$ cat src/include/issue_macros.svh
`ifndef ISSUE_MACROS_SVH
`define ISSUE_MACROS_SVH

// issue buffer geometry, depth kept a power of two
`define ISSUE_BUF_DEPTH   16

// slots held back for pairs still in decode or on the input
`define ISSUE_FULL_MARGIN 6

// data, pc and instruction word width
`define ISSUE_XLEN        32

`endif
$ cat src/hw/issue_pkg.sv
`include "issue_macros.svh"

package issue_pkg;

    // decoded operation
    typedef enum logic [3:0] {
        OP_ADD,
        OP_SUB,
        OP_AND,
        OP_OR,
        OP_ADDI,
        OP_LD,
        OP_ST,
        OP_ILLEGAL
    } op_e;

    //////////////////////////////
    // major opcodes
    localparam logic [16:0] OPC_ADD_W  = 17'h00020; // 3r format, bits 31:15
    localparam logic [16:0] OPC_SUB_W  = 17'h00022;
    localparam logic [16:0] OPC_AND    = 17'h00029;
    localparam logic [16:0] OPC_OR     = 17'h0002a;
    localparam logic [9:0]  OPC_ADDI_W = 10'h00a;   // 2ri12 format, bits 31:22
    localparam logic [9:0]  OPC_LD_W   = 10'h0a2;
    localparam logic [9:0]  OPC_ST_W   = 10'h0a6;

    //////////////////////////////
    // instruction word, two views
    typedef struct packed {
        logic [16:0] opcode;
        logic [4:0]  rk;
        logic [4:0]  rj;
        logic [4:0]  rd;
    } fmt_3r_t;

    typedef struct packed {
        logic [9:0]  opcode;
        logic [11:0] si12;
        logic [4:0]  rj;
        logic [4:0]  rd;
    } fmt_2ri12_t;

    typedef union packed {
        fmt_3r_t    fmt_3r;
        fmt_2ri12_t fmt_2ri12;
    } inst_word_u;

    // one decoded slot, 86 bits
    typedef struct packed {
        logic [`ISSUE_XLEN-1:0] pc;
        op_e                    op;
        logic [4:0]             rd;      // st.w data source
        logic [4:0]             rj;
        logic [4:0]             rk;
        logic [`ISSUE_XLEN-1:0] imm;     // sign-extended si12
        logic                   rf_we;
        logic                   is_mem;
        logic                   lawful;
    } issue_entry_t;

endpackage

$ cat src/hw/dec_pair_if.sv
`timescale 1ns/1ps

interface dec_pair_if import issue_pkg::*; ();

    issue_entry_t entry_a;
    issue_entry_t entry_b;
    logic [1:0]   valid;    // bit 1 is slot a, 01 never occurs

    // decode stage side
    modport src (
        output entry_a,
        output entry_b,
        output valid
    );

    // buffer side, strobe only
    modport dst (
        input entry_a,
        input entry_b,
        input valid
    );

endinterface

$ cat src/hw/issue_top.sv
`timescale 1ns/1ps
`include "issue_macros.svh"

module issue_top import issue_pkg::*; (
    input  logic                   clk,
    input  logic                   rstn,
    input  logic                   i_flush,
    input  logic                   i_stall,
    input  logic [1:0]             i_inst_valid,
    input  logic [`ISSUE_XLEN-1:0] i_inst_a,
    input  logic [`ISSUE_XLEN-1:0] i_inst_b,
    input  logic [`ISSUE_XLEN-1:0] i_pc_a,
    input  logic [`ISSUE_XLEN-1:0] i_pc_b,
    output logic                   o_full,
    output logic [1:0]             o_issue_valid,
    output issue_entry_t           o_issue_a,
    output issue_entry_t           o_issue_b
);

    issue_entry_t head_a;
    issue_entry_t head_b;
    logic [1:0]   head_valid;
    logic [1:0]   using_num;

    dec_pair_if pair_if ();

    // decode, one cycle
    inst_decoder dec_i (
        .clk          (clk),
        .rstn         (rstn),
        .i_flush      (i_flush),
        .i_inst_valid (i_inst_valid),
        .i_inst_a     (inst_word_u'(i_inst_a)),
        .i_inst_b     (inst_word_u'(i_inst_b)),
        .i_pc_a       (i_pc_a),
        .i_pc_b       (i_pc_b),
        .o_pair       (pair_if.src)
    );

    // issue buffer
    issue_buffer buf_i (
        .clk          (clk),
        .rstn         (rstn),
        .i_flush      (i_flush),
        .i_pair       (pair_if.dst),
        .i_using_num  (using_num),
        .o_head_a     (head_a),
        .o_head_b     (head_b),
        .o_head_valid (head_valid),
        .o_full       (o_full)
    );

    // issue stage
    issue_select sel_i (
        .clk           (clk),
        .rstn          (rstn),
        .i_flush       (i_flush),
        .i_stall       (i_stall),
        .i_head_a      (head_a),
        .i_head_b      (head_b),
        .i_head_valid  (head_valid),
        .o_using_num   (using_num),
        .o_issue_a     (o_issue_a),
        .o_issue_b     (o_issue_b),
        .o_issue_valid (o_issue_valid)
    );

endmodule

$ cat src/hw/issue_select.sv
`timescale 1ns/1ps

module issue_select import issue_pkg::*; (
    input  logic         clk,
    input  logic         rstn,
    input  logic         i_flush,
    input  logic         i_stall,
    input  issue_entry_t i_head_a,
    input  issue_entry_t i_head_b,
    input  logic [1:0]   i_head_valid,
    output logic [1:0]   o_using_num,
    output issue_entry_t o_issue_a,
    output issue_entry_t o_issue_b,
    output logic [1:0]   o_issue_valid
);

    logic a_writes;
    logic b_reads_rd;
    logic raw_hazard;
    logic both_mem;
    logic dual_ok;

    //////////////////////////////
    // pairing check
    assign a_writes   = i_head_a.rf_we && (i_head_a.rd != 5'd0);   // r0 never written
    assign b_reads_rd = (i_head_b.op == OP_ST);

    assign raw_hazard = a_writes &&
                        ((i_head_b.rj == i_head_a.rd) ||
                         (i_head_b.rk == i_head_a.rd) ||
                         (b_reads_rd && (i_head_b.rd == i_head_a.rd)));

    assign both_mem = i_head_a.is_mem && i_head_b.is_mem;   // one memory port
    assign dual_ok  = (i_head_valid == 2'b11) && !raw_hazard && !both_mem;

    always_comb begin
        if (i_stall || !i_head_valid[1]) begin
            o_using_num = 2'd0;
        end else if (dual_ok) begin
            o_using_num = 2'd2;
        end else begin
            o_using_num = 2'd1;   // b waits a cycle
        end
    end

    //////////////////////////////
    // issued pair
    always_ff @(posedge clk) begin
        if (!rstn) begin
            o_issue_valid <= 2'b00;
        end else if (i_flush) begin
            o_issue_valid <= 2'b00;
        end else begin
            o_issue_valid <= {o_using_num != 2'd0, o_using_num == 2'd2};
        end
    end

    always_ff @(posedge clk) begin
        if (o_using_num != 2'd0) begin
            o_issue_a <= i_head_a;
            o_issue_b <= i_head_b;    // only meaningful with valid 11
        end
    end

    // the buffer never offers slot b without slot a
    a_head_valid_code: assert property (
        @(posedge clk) disable iff (!rstn)
        i_head_valid != 2'b01
    ) else $error("head_valid is 01");

endmodule

$ cat src/hw/issue_buffer.sv
`timescale 1ns/1ps
`include "issue_macros.svh"

module issue_buffer import issue_pkg::*; (
    input  logic         clk,
    input  logic         rstn,
    input  logic         i_flush,
    dec_pair_if.dst      i_pair,
    input  logic [1:0]   i_using_num,
    output issue_entry_t o_head_a,
    output issue_entry_t o_head_b,
    output logic [1:0]   o_head_valid,
    output logic         o_full
);

    localparam int DEPTH      = `ISSUE_BUF_DEPTH;
    localparam int IDX_W      = $clog2(DEPTH);
    localparam int FULL_LEVEL = DEPTH - `ISSUE_FULL_MARGIN;

    issue_entry_t buf_mem [DEPTH];

    // pointers carry one extra wrap bit, so head - tail is the occupancy
    logic [IDX_W:0]   head_q;   // next slot to write
    logic [IDX_W:0]   tail_q;   // oldest entry, next to issue
    logic [IDX_W:0]   occ;
    logic [IDX_W:0]   next_occ;
    logic [1:0]       add_num;
    logic [IDX_W-1:0] wr_idx0;
    logic [IDX_W-1:0] wr_idx1;
    logic [IDX_W-1:0] rd_idx0;
    logic [IDX_W-1:0] rd_idx1;

    //////////////////////////////
    // pointer arithmetic
    always_comb begin
        case (i_pair.valid)
            2'b10:   add_num = 2'd1;
            2'b11:   add_num = 2'd2;
            default: add_num = 2'd0;
        endcase
    end

    assign wr_idx0 = head_q[IDX_W-1:0];
    assign wr_idx1 = wr_idx0 + 1'b1;    // wraps at depth
    assign rd_idx0 = tail_q[IDX_W-1:0];
    assign rd_idx1 = rd_idx0 + 1'b1;

    assign occ      = head_q - tail_q;
    assign next_occ = occ + (IDX_W+1)'(add_num) - (IDX_W+1)'(i_using_num);

    //////////////////////////////
    // storage
    always_ff @(posedge clk) begin
        if (i_pair.valid[1]) begin
            buf_mem[wr_idx0] <= i_pair.entry_a;
        end
        if (i_pair.valid == 2'b11) begin
            buf_mem[wr_idx1] <= i_pair.entry_b;
        end
    end

    // heads always come from the tail, head_valid says how many count
    assign o_head_a = buf_mem[rd_idx0];
    assign o_head_b = buf_mem[rd_idx1];

    always_ff @(posedge clk) begin
        if (!rstn) begin
            head_q <= '0;
            tail_q <= '0;
        end else if (i_flush) begin
            head_q <= '0;
            tail_q <= '0;
        end else begin
            head_q <= head_q + (IDX_W+1)'(add_num);
            tail_q <= tail_q + (IDX_W+1)'(i_using_num); // select holds 0 on stall
        end
    end

    //////////////////////////////
    // status, from occupancy after this cycle
    always_ff @(posedge clk) begin
        if (!rstn) begin
            o_head_valid <= 2'b00;
            o_full       <= 1'b0;
        end else if (i_flush) begin
            o_head_valid <= 2'b00;
            o_full       <= 1'b0;
        end else begin
            if (next_occ == '0) begin
                o_head_valid <= 2'b00;
            end else if (next_occ == (IDX_W+1)'(1)) begin
                o_head_valid <= 2'b10;
            end else begin
                o_head_valid <= 2'b11;
            end
            o_full <= (next_occ >= (IDX_W+1)'(FULL_LEVEL)); // source stops on this
        end
    end

    // the full margin must keep writes from overrunning the tail
    a_occ_bound: assert property (
        @(posedge clk) disable iff (!rstn)
        occ <= (IDX_W+1)'(DEPTH)
    ) else $error("issue buffer overflow");

    // select may only retire what head_valid advertised
    a_using_heads: assert property (
        @(posedge clk) disable iff (!rstn || i_flush)
        i_using_num <= ({1'b0, o_head_valid[1]} + {1'b0, o_head_valid[0]})
    ) else $error("using_num exceeds valid heads");

endmodule

$ cat src/hw/inst_decoder.sv
`timescale 1ns/1ps
`include "issue_macros.svh"

module inst_decoder import issue_pkg::*; (
    input  logic                   clk,
    input  logic                   rstn,
    input  logic                   i_flush,
    input  logic [1:0]             i_inst_valid,
    input  inst_word_u             i_inst_a,
    input  inst_word_u             i_inst_b,
    input  logic [`ISSUE_XLEN-1:0] i_pc_a,
    input  logic [`ISSUE_XLEN-1:0] i_pc_b,
    dec_pair_if.src                o_pair
);

    issue_entry_t dec_a;
    issue_entry_t dec_b;

    //////////////////////////////
    // slot decode
    function automatic issue_entry_t decode_slot(
        input inst_word_u             word,
        input logic [`ISSUE_XLEN-1:0] pc
    );
        issue_entry_t e;
        logic         has_rk;
        logic         has_si12;
        e        = '0;
        e.pc     = pc;
        e.op     = OP_ILLEGAL;
        e.rd     = word.fmt_3r.rd;  // rd and rj share bits in both views
        e.rj     = word.fmt_3r.rj;
        has_rk   = 1'b1;
        has_si12 = 1'b0;

        // 3r first, its opcodes all start with ten zero bits
        case (word.fmt_3r.opcode)
            OPC_ADD_W: e.op = OP_ADD;
            OPC_SUB_W: e.op = OP_SUB;
            OPC_AND:   e.op = OP_AND;
            OPC_OR:    e.op = OP_OR;
            default: begin
                has_rk   = 1'b0;
                has_si12 = 1'b1;
                case (word.fmt_2ri12.opcode)
                    OPC_ADDI_W: e.op = OP_ADDI;
                    OPC_LD_W:   e.op = OP_LD;
                    OPC_ST_W:   e.op = OP_ST;
                    default:    has_si12 = 1'b0; // unknown, rk and imm stay zero
                endcase
            end
        endcase

        if (has_rk) begin
            e.rk = word.fmt_3r.rk;
        end
        if (has_si12) begin
            e.imm = {{(`ISSUE_XLEN-12){word.fmt_2ri12.si12[11]}}, word.fmt_2ri12.si12};
        end

        e.lawful = (e.op != OP_ILLEGAL);
        e.is_mem = (e.op == OP_LD) || (e.op == OP_ST);
        // st.w only reads rd, r0 handling is left to issue
        e.rf_we  = e.lawful && (e.op != OP_ST);
        return e;
    endfunction

    assign dec_a = decode_slot(i_inst_a, i_pc_a);
    assign dec_b = decode_slot(i_inst_b, i_pc_b);

    //////////////////////////////
    // pipeline register
    always_ff @(posedge clk) begin
        if (!rstn) begin
            o_pair.valid <= 2'b00;
        end else if (i_flush) begin
            o_pair.valid <= 2'b00;  // drop the pair in flight
        end else begin
            o_pair.valid <= i_inst_valid;
        end
    end

    always_ff @(posedge clk) begin
        o_pair.entry_a <= dec_a;
        o_pair.entry_b <= dec_b;
    end

    // fetch never hands over slot b without slot a
    a_no_lone_b: assert property (
        @(posedge clk) disable iff (!rstn)
        o_pair.valid != 2'b01
    ) else $error("decoded pair valid is 01");

endmodule

$ cat config.mk
export PLATFORM = sky130hd
export DESIGN_NAME = issue_top
export DESIGN_NICKNAME = d
export VERILOG_FILES = /design/src/hw/issue_pkg.sv /design/src/hw/dec_pair_if.sv /design/src/hw/issue_top.sv /design/src/hw/issue_select.sv /design/src/hw/issue_buffer.sv /design/src/hw/inst_decoder.sv
export VERILOG_INCLUDE_DIRS = /design/src /design/src/include
export SDC_FILE = /design/constraint.sdc
export NUM_CORES = 2
export LEC_CHECK = 0
export ABC_CLOCK_PERIOD_IN_PS = 17250
export BUFFER_PORTS_ARGS = -buffer_cell sky130_fd_sc_hd__buf_4
export CORE_ASPECT_RATIO = 1.4
export CORE_MARGIN = 2
export CORE_UTILIZATION = 30
export CTS_CLUSTER_DIAMETER = 60
export DETAILED_ROUTE_END_ITERATION = 7
export SYNTH_ARGS = -nofsm -noshare
export SYNTH_HDL_FRONTEND = slang
export SYNTH_SLANG_ARGS = --single-unit
$ cat constraint.sdc
create_clock -name clk -period 17.25 [get_ports clk]
set_input_delay 0.8625 -clock clk [delete_from_list [all_inputs] [get_ports clk]]
set_output_delay 0.8625 -clock clk [all_outputs]
set_load 0.02 [all_outputs]
* After elaboration in Yosys (flattened, before gate mapping)
Memories as Yosys holds them, arrays and structs flattened. A register that Yosys moved wholly into a read port is not among the register bits.
Cells that the tools add are included.
** Word-level totals
- Register bits :: 321
- RAM bits :: 1376
- Input port bits :: 134
- Output and inout port bits :: 175
- Logic and storage cells :: 127
- Memories :: 1
** Cells by class
- Add/subtract/negate cells :: 7
- Magnitude comparators :: 1
- Equality and inequality tests :: 31
- Mux-type cells :: 19
- Bitwise operators :: 1
- Reductions and logical operators :: 25
** Memory list
- buf_i.buf_mem :: depth 16, bits a word 86, rd ports 2, clocked after memory_dff 1, wr ports 2, RTL line issue_buffer.sv:20 : issue_entry_t buf_mem [DEPTH];
** Operators with widths (count)
- $eq A17 B6 Y1 const B :: 8
- $eq A10 B8 Y1 const B :: 4
- $pmux W4 S4 :: 2
- $eq A10 B4 Y1 const B :: 2
- $eq A4 B3 Y1 const B :: 5
- $ne A4 B3 Y1 const B :: 4
- $add A5 B2 Y5 :: 3
- $eq A5 B5 Y1 :: 3
- $pmux W2 S3 :: 2
- $mux W1 :: 11
- $reduce_or A3 Y1 :: 3
- $add A4 B1 Y4 const B :: 2
- $eq A2 B2 Y1 const B :: 4
- $logic_and A1 B1 Y1 :: 8
- $reduce_or A4 Y1 :: 2
- $eq A5 B1 Y1 const B :: 1
- $ge A5 B4 Y1 const B :: 1
- $logic_not A5 Y1 :: 1
- $logic_or A1 B1 Y1 :: 5
- $reduce_bool A5 Y1 :: 1
- $sub A5 B2 Y5 :: 1
- $sub A5 B5 Y5 :: 1
- $mux W2 :: 2
- $mux W4 :: 1
- other kinds (5) :: 7

* Depth between registers and ports, before layout
An unclocked memory read counts as a cell.
- Word-level depth :: 14
- Mapped depth :: 24
- Mapped depth without buffers :: 21

* Modules after synthesis
A second synthesis with hierarchy kept.
** Second synthesis, totals
- Cells, all modules :: 4760
- Area total of the unflattened synthesis :: 89050.4 um2
** Modules (own cells, without submodules)
- issue_buffer :: instances 1, cells an instance 4280, area each 80019.2 um2, seq. area each 41579.9 um2
- issue_select :: instances 1, cells an instance 212, area each 5472.7 um2, seq. area each 5205.0 um2
- inst_decoder :: instances 1, cells an instance 268, area each 3558.4 um2, seq. area each 2642.5 um2

* Least setup slack after synthesis
Ideal clock, no wire load.
- Path kind :: input to register
- From :: in i_stall
- To :: reg buf_i.o_head_valid[1]
- Library setup time :: 0.133 ns
- Arrival time :: 6.341 ns
- Data required time :: 17.117 ns
- Path slack :: 10.776 ns
- Stages :: 15
- Buffers on the path :: 0
- Path through :: nand2b_1 > inv_1 > o21ai_1 > fa_1 > inv_1 > fa_1 > inv_1 > ha_1 > inv_1 > fa_1 > inv_1 > a21o_1 > a21oi_1 > xnor2_1 > a31oi_1
** Between the ends
- Longest elaborated chain between the ends :: 5
** Ends and longest elaborated chain
- start, declared :: RTL line issue_top.sv:8 : input logic i_stall,
- $logic_or A1 B1 Y1 :: RTL line issue_select.sv:37 : if (i_stall || !i_head_valid[1]) begin
- $mux W2 :: RTL line issue_select.sv:37
- $sub A5 B2 Y5 :: RTL line issue_buffer.sv:49 : assign next_occ = occ + (IDX_W+1)'(add_num) - (IDX_W+1)'(i_using_num);
- $logic_not A5 Y1 :: RTL line issue_buffer.sv:89 : if (next_occ == '0) begin
- $reduce_or A3 Y1 (no line)
- end signal, assigned :: RTL line issue_buffer.sv:90 : o_head_valid <= 2'b00;
- end signal, assigned :: RTL line issue_buffer.sv:92 : o_head_valid <= 2'b10;
- end signal, assigned :: RTL line issue_buffer.sv:94 : o_head_valid <= 2'b11;
- end, declared :: RTL line issue_buffer.sv:12 : output logic [1:0] o_head_valid,
No other way between the ends.
A chain may end at the register's enable or synchronous reset.

==> run summary <==
fill count: 21400
Setup Skew: 0.0865 ns
Root Buffer: clkbuf_16
Syn Inst Count: 3743
startpoint types: flop
reg2reg start: buf_i.tail_q[0]$_SDFF_PP0_
Syn. warnings: 0
CTS Buf Count: 150
Post-synth top flop: edfxtp_1
Clk pwr share: 45.6%
Nets: 4018
Die Area: 231000 µm²
CTS resizes: 0
clock-pin slew on the worst setup and hold paths: 0.06 ns
Required @ worst endpoint: 17.89 ns
Slowest-stage cell, CP: dfxtp_4
DR iter-0 viols: 4015
Initial Utilization: 30.1%
Period minus WS final: 7.50 ns
Synth area leaders: edfxtp_1, mux4_2, mux2_2, dfxtp_1, clkbuf_1
initial antenna violation count: 20
final hold violations: 0
Sink Count: 1317
DRC Markers: 0
port bufs: 306
vias in the first global route: 40000
largest area contributor in the netlist: edfxtp_1
Syn Std Cell Area: 68200 µm²
Hold Path Origin: i_pc_a[0]
drt pass-1 iters: 5
final wirelength: 226000 µm
Syn Area/Cell: 18.2 µm²
die height: 568 µm
part of the cycle the worst path needs: 43.5%
Clock Path Buffers: 4
CP Capture Type: flop
crit path kind: reg -> reg
# hold bufs at CTS: 0
Int Power: 5510 µW
reg2reg path depth: 22
clock latency on the worst-skew pair: 0.83 ns
Combinational Power Share: 4.3%
remaining global-route overflow: 0
fraction of layout cells with a size suffix above 1: 59.0%
Max-cap violations: 0
EDFF count, synth: 1170
post-CTS setup buffers: 0
Setup TNS Final: 0 ns
critical path's most frequent cell: inv_1
FF-to-FF setup slack: 9.75 ns
switching power: 1560 µW
Max VDD drop: 0.0000666 V
crit-path leading delay family: adder cells
Final HPWL DP: 129000 µm
final instance area: 78200 µm²
register area share after synthesis: 55.8%
Post-synth ARST share: 0%
row count: 207
FF+latch count, synth: 1317
GP Congestion: 0.800
Slew @ Worst Pin: 1.32 ns
first-pass GRT wire length: 317000 µm
detailed-route vias per instance: 5.51
H-tree level count: 4
DP Area: 73400 µm²
RSZ-0062 raised after global routing: no
Synth-to-Final Area Change: 14.7%
vias after detailed routing: 38700
Global Route Usage Sum: 19.3%
Worst Hold Class: in -> reg
critical path fanouts, max: 57
crit path DAT: 8.14 ns
sequential fraction of design power: 50.2%
status: complete, no violations
Crit Reg-Reg Endpoint: buf_i.o_head_valid[1]$_SDFF_PP0_
Hold Path Sink: dec_i.o_pair.entry_a[54]$_DFF_P_
share of the synthesized area in the top cell type: 51.5%
Fmax: 133 MHz
power per standard cell area: 90.3 nW/µm²
Final ANT Viol Nets: 0
CTS tree: built
largest net degree at the start of global routing: 118
crit path buf inv count: 5
relative slew slack: 11.4%
die width: 407 µm
Core Area: 227000 µm²
synth unique cells: 49
io pins: 309
Slew Limit Fails: 0
setup violators final: 0
P_leak: 0.0244 µW
Worst path max stage delay: 0.95 ns
worst-path cell chain: ha_4 > buf_4 > mux4_2 > mux2i_1 > mux2i_1 > xor2_1 > nor4_1 > nand4_1 > a31oi_1 > o21ai_1 > fa_1 > inv_1 > fa_1 > inv_1 > ha_1 > inv_1 > fa_1 > inv_1 > a21o_1 > a21oi_1 > xnor2_1 > a31oi_1
Switching Share: 22.1%
drt wl/cell: 32.3 µm
Hold Path Stages: 1
## worst reg2reg max path: cells and delay by family, from the launching register on
| kind | cells | cell delay (ns) |
|---|---|---|
| adders and majority gates | 5 | 2.36 |
| buffers and inverters | 5 | 1.10 |
| muxes | 3 | 0.96 |
| DFF | 1 | 0.95 |
| AOI/OAI and AO/OA | 5 | 0.83 |
| and+or+nand+nor | 2 | 0.71 |
| xor gates and xnor gates | 2 | 0.45 |
## area by class of cell
type | instances | area [µm²] | share of cell area [%]
diodes | 13 | 32.5 | 0.0416
clock buffers | 199 | 4140 | 5.29
clock inverters | 66 | 689 | 0.881
inverters | 27 | 106 | 0.136
multi-input cells | 1964 | 28300 | 36.2
flip-flops and latches | 1317 | 38100 | 48.7
well taps | 3030 | 3790 | 4.85
repair buffers | 403 | 3040 | 3.88
## per-stage QoR
| stage | util [%] | power, µW | hold slack [ns] | instances | setup slack, ns |
|---|---|---|---|---|---|
| final | 34.5 | 7070 | 0.130 | 7019 | 9.75 |
| after global routing | 34.5 | 7270 | 0.107 | 7017 | 9.25 |
| after CTS | 34.5 | 7140 | 0.0805 | 7006 | 9.51 |
| after detailed placement | 32.4 | 3910 | 0.540 | 6741 | 9.52 |
| after global placement | 32.4 | 3910 | 0.516 | 6741 | 9.50 |
| after floorplan | - | 3790 | 0.485 | 3744 | 10.78 |
## cell families (layout without fill, tap and decap cells)
family	after synthesis	after routing	share of synthesized area, %
buf+inv	463	695	3.04
mux	1702	1702	38.6
fa+ha+maj	21	21	0.451
xor+xnor	34	34	0.470
simple gates	166	166	1.28
flops	1317	1317	55.8
compound gates	39	39	0.371
other cells	1	15	0.00550
## layout by cell type, fill, tap and decap left out, types with 5 or more instances in the layout
| master | synthesis | final |
|---|---|---|
| ha_1 | 15 | 14 |
| diode_2 | 0 | 13 |
| mux4_2 | 636 | 636 |
| nand2_1 | 17 | 17 |
| xnor2_1 | 14 | 14 |
| clkinv_1 | 0 | 16 |
| inv_1 | 27 | 26 |
| fa_1 | 6 | 6 |
| nor3_1 | 8 | 8 |
| clkinv_2 | 0 | 19 |
| and2_1 | 35 | 35 |
| mux2_2 | 1040 | 1040 |
| clkbuf_8 | 0 | 18 |
| clkbuf_1 | 269 | 30 |
| nand3_1 | 19 | 19 |
| o21ai_0 | 5 | 5 |
| xor2_1 | 17 | 17 |
| a21oi_1 | 11 | 11 |
| nor2_4 | 0 | 24 |
| buf_4 | 49 | 402 |
| inv_6 | 0 | 9 |
| dfxtp_1 | 147 | 143 |
| clkbuf_16 | 0 | 151 |
| bufinv_16 | 0 | 11 |
| edfxtp_1 | 1170 | 1170 |
| nor2_1 | 50 | 26 |
| mux2i_1 | 26 | 26 |
| and3_1 | 8 | 8 |
| nor2b_1 | 7 | 7 |
## worst max path at each step
stage,start,endpoint,slack [ns],depth (start not counted)
finish,buf_i.tail_q[0]$_SDFF_PP0_,buf_i.o_head_valid[1]$_SDFF_PP0_,9.75,22
global route,buf_i.tail_q[0]$_SDFF_PP0_,buf_i.o_head_valid[1]$_SDFF_PP0_,9.25,22
CTS,buf_i.tail_q[0]$_SDFF_PP0_,buf_i.o_head_valid[1]$_SDFF_PP0_,9.51,22
detailed placement,buf_i.tail_q[0]$_SDFF_PP0_,buf_i.o_head_valid[1]$_SDFF_PP0_,9.52,22
global placement,buf_i.tail_q[0]$_SDFF_PP0_,buf_i.o_head_valid[1]$_SDFF_PP0_,9.50,22
floorplan,i_stall,buf_i.o_head_valid[1]$_SDFF_PP0_,10.78,15
## power by group through the flow
stage	sequential, µW	clock, µW	combinational (µW)
after floorplan	3590	0	205
after global placement	3610	0	301
final	3540	3220	301
after global routing	3550	3390	322
after detailed placement	3610	0	304
after CTS	3540	3290	306
## layer usage
layer | track usage [%] | wire, µm | up-vias | share of wire, %
met5 | 0 | 14 | - | 0.0062
met4 | 6.24 | 7560 | 4 | 3.3
met3 | 3.04 | 15500 | 387 | 6.9
met2 | 31.9 | 111000 | 1651 | 49
met1 | 25.8 | 92700 | 21000 | 41
li1 | - | - | 15600 | -
## synth_stat cells, drive strengths merged (17+ instances only)
cell    count
inv        27
and2       35
nor2       50
clkbuf    269
nand3      22
dfxtp     147
edfxtp   1170
nand2      17
mux4      636
xor2       19
mux2     1040
mux2i      26
buf       167
## registers in the layout (all words and copies together), names as in the netlist
name and cells:
buf_i.head_q 5, buf_i.buf_mem 1040, dec_i.o_pair.entry_b 65, sel_i.o_issue_valid 2
buf_i.o_head_valid 2, dec_i.o_pair.entry_a 65, buf_i.o_full 1, sel_i.o_issue_a 65
dec_i.o_pair.valid 2, sel_i.o_issue_b 65, buf_i.tail_q 5
Power figures use the tool's default switching activity.
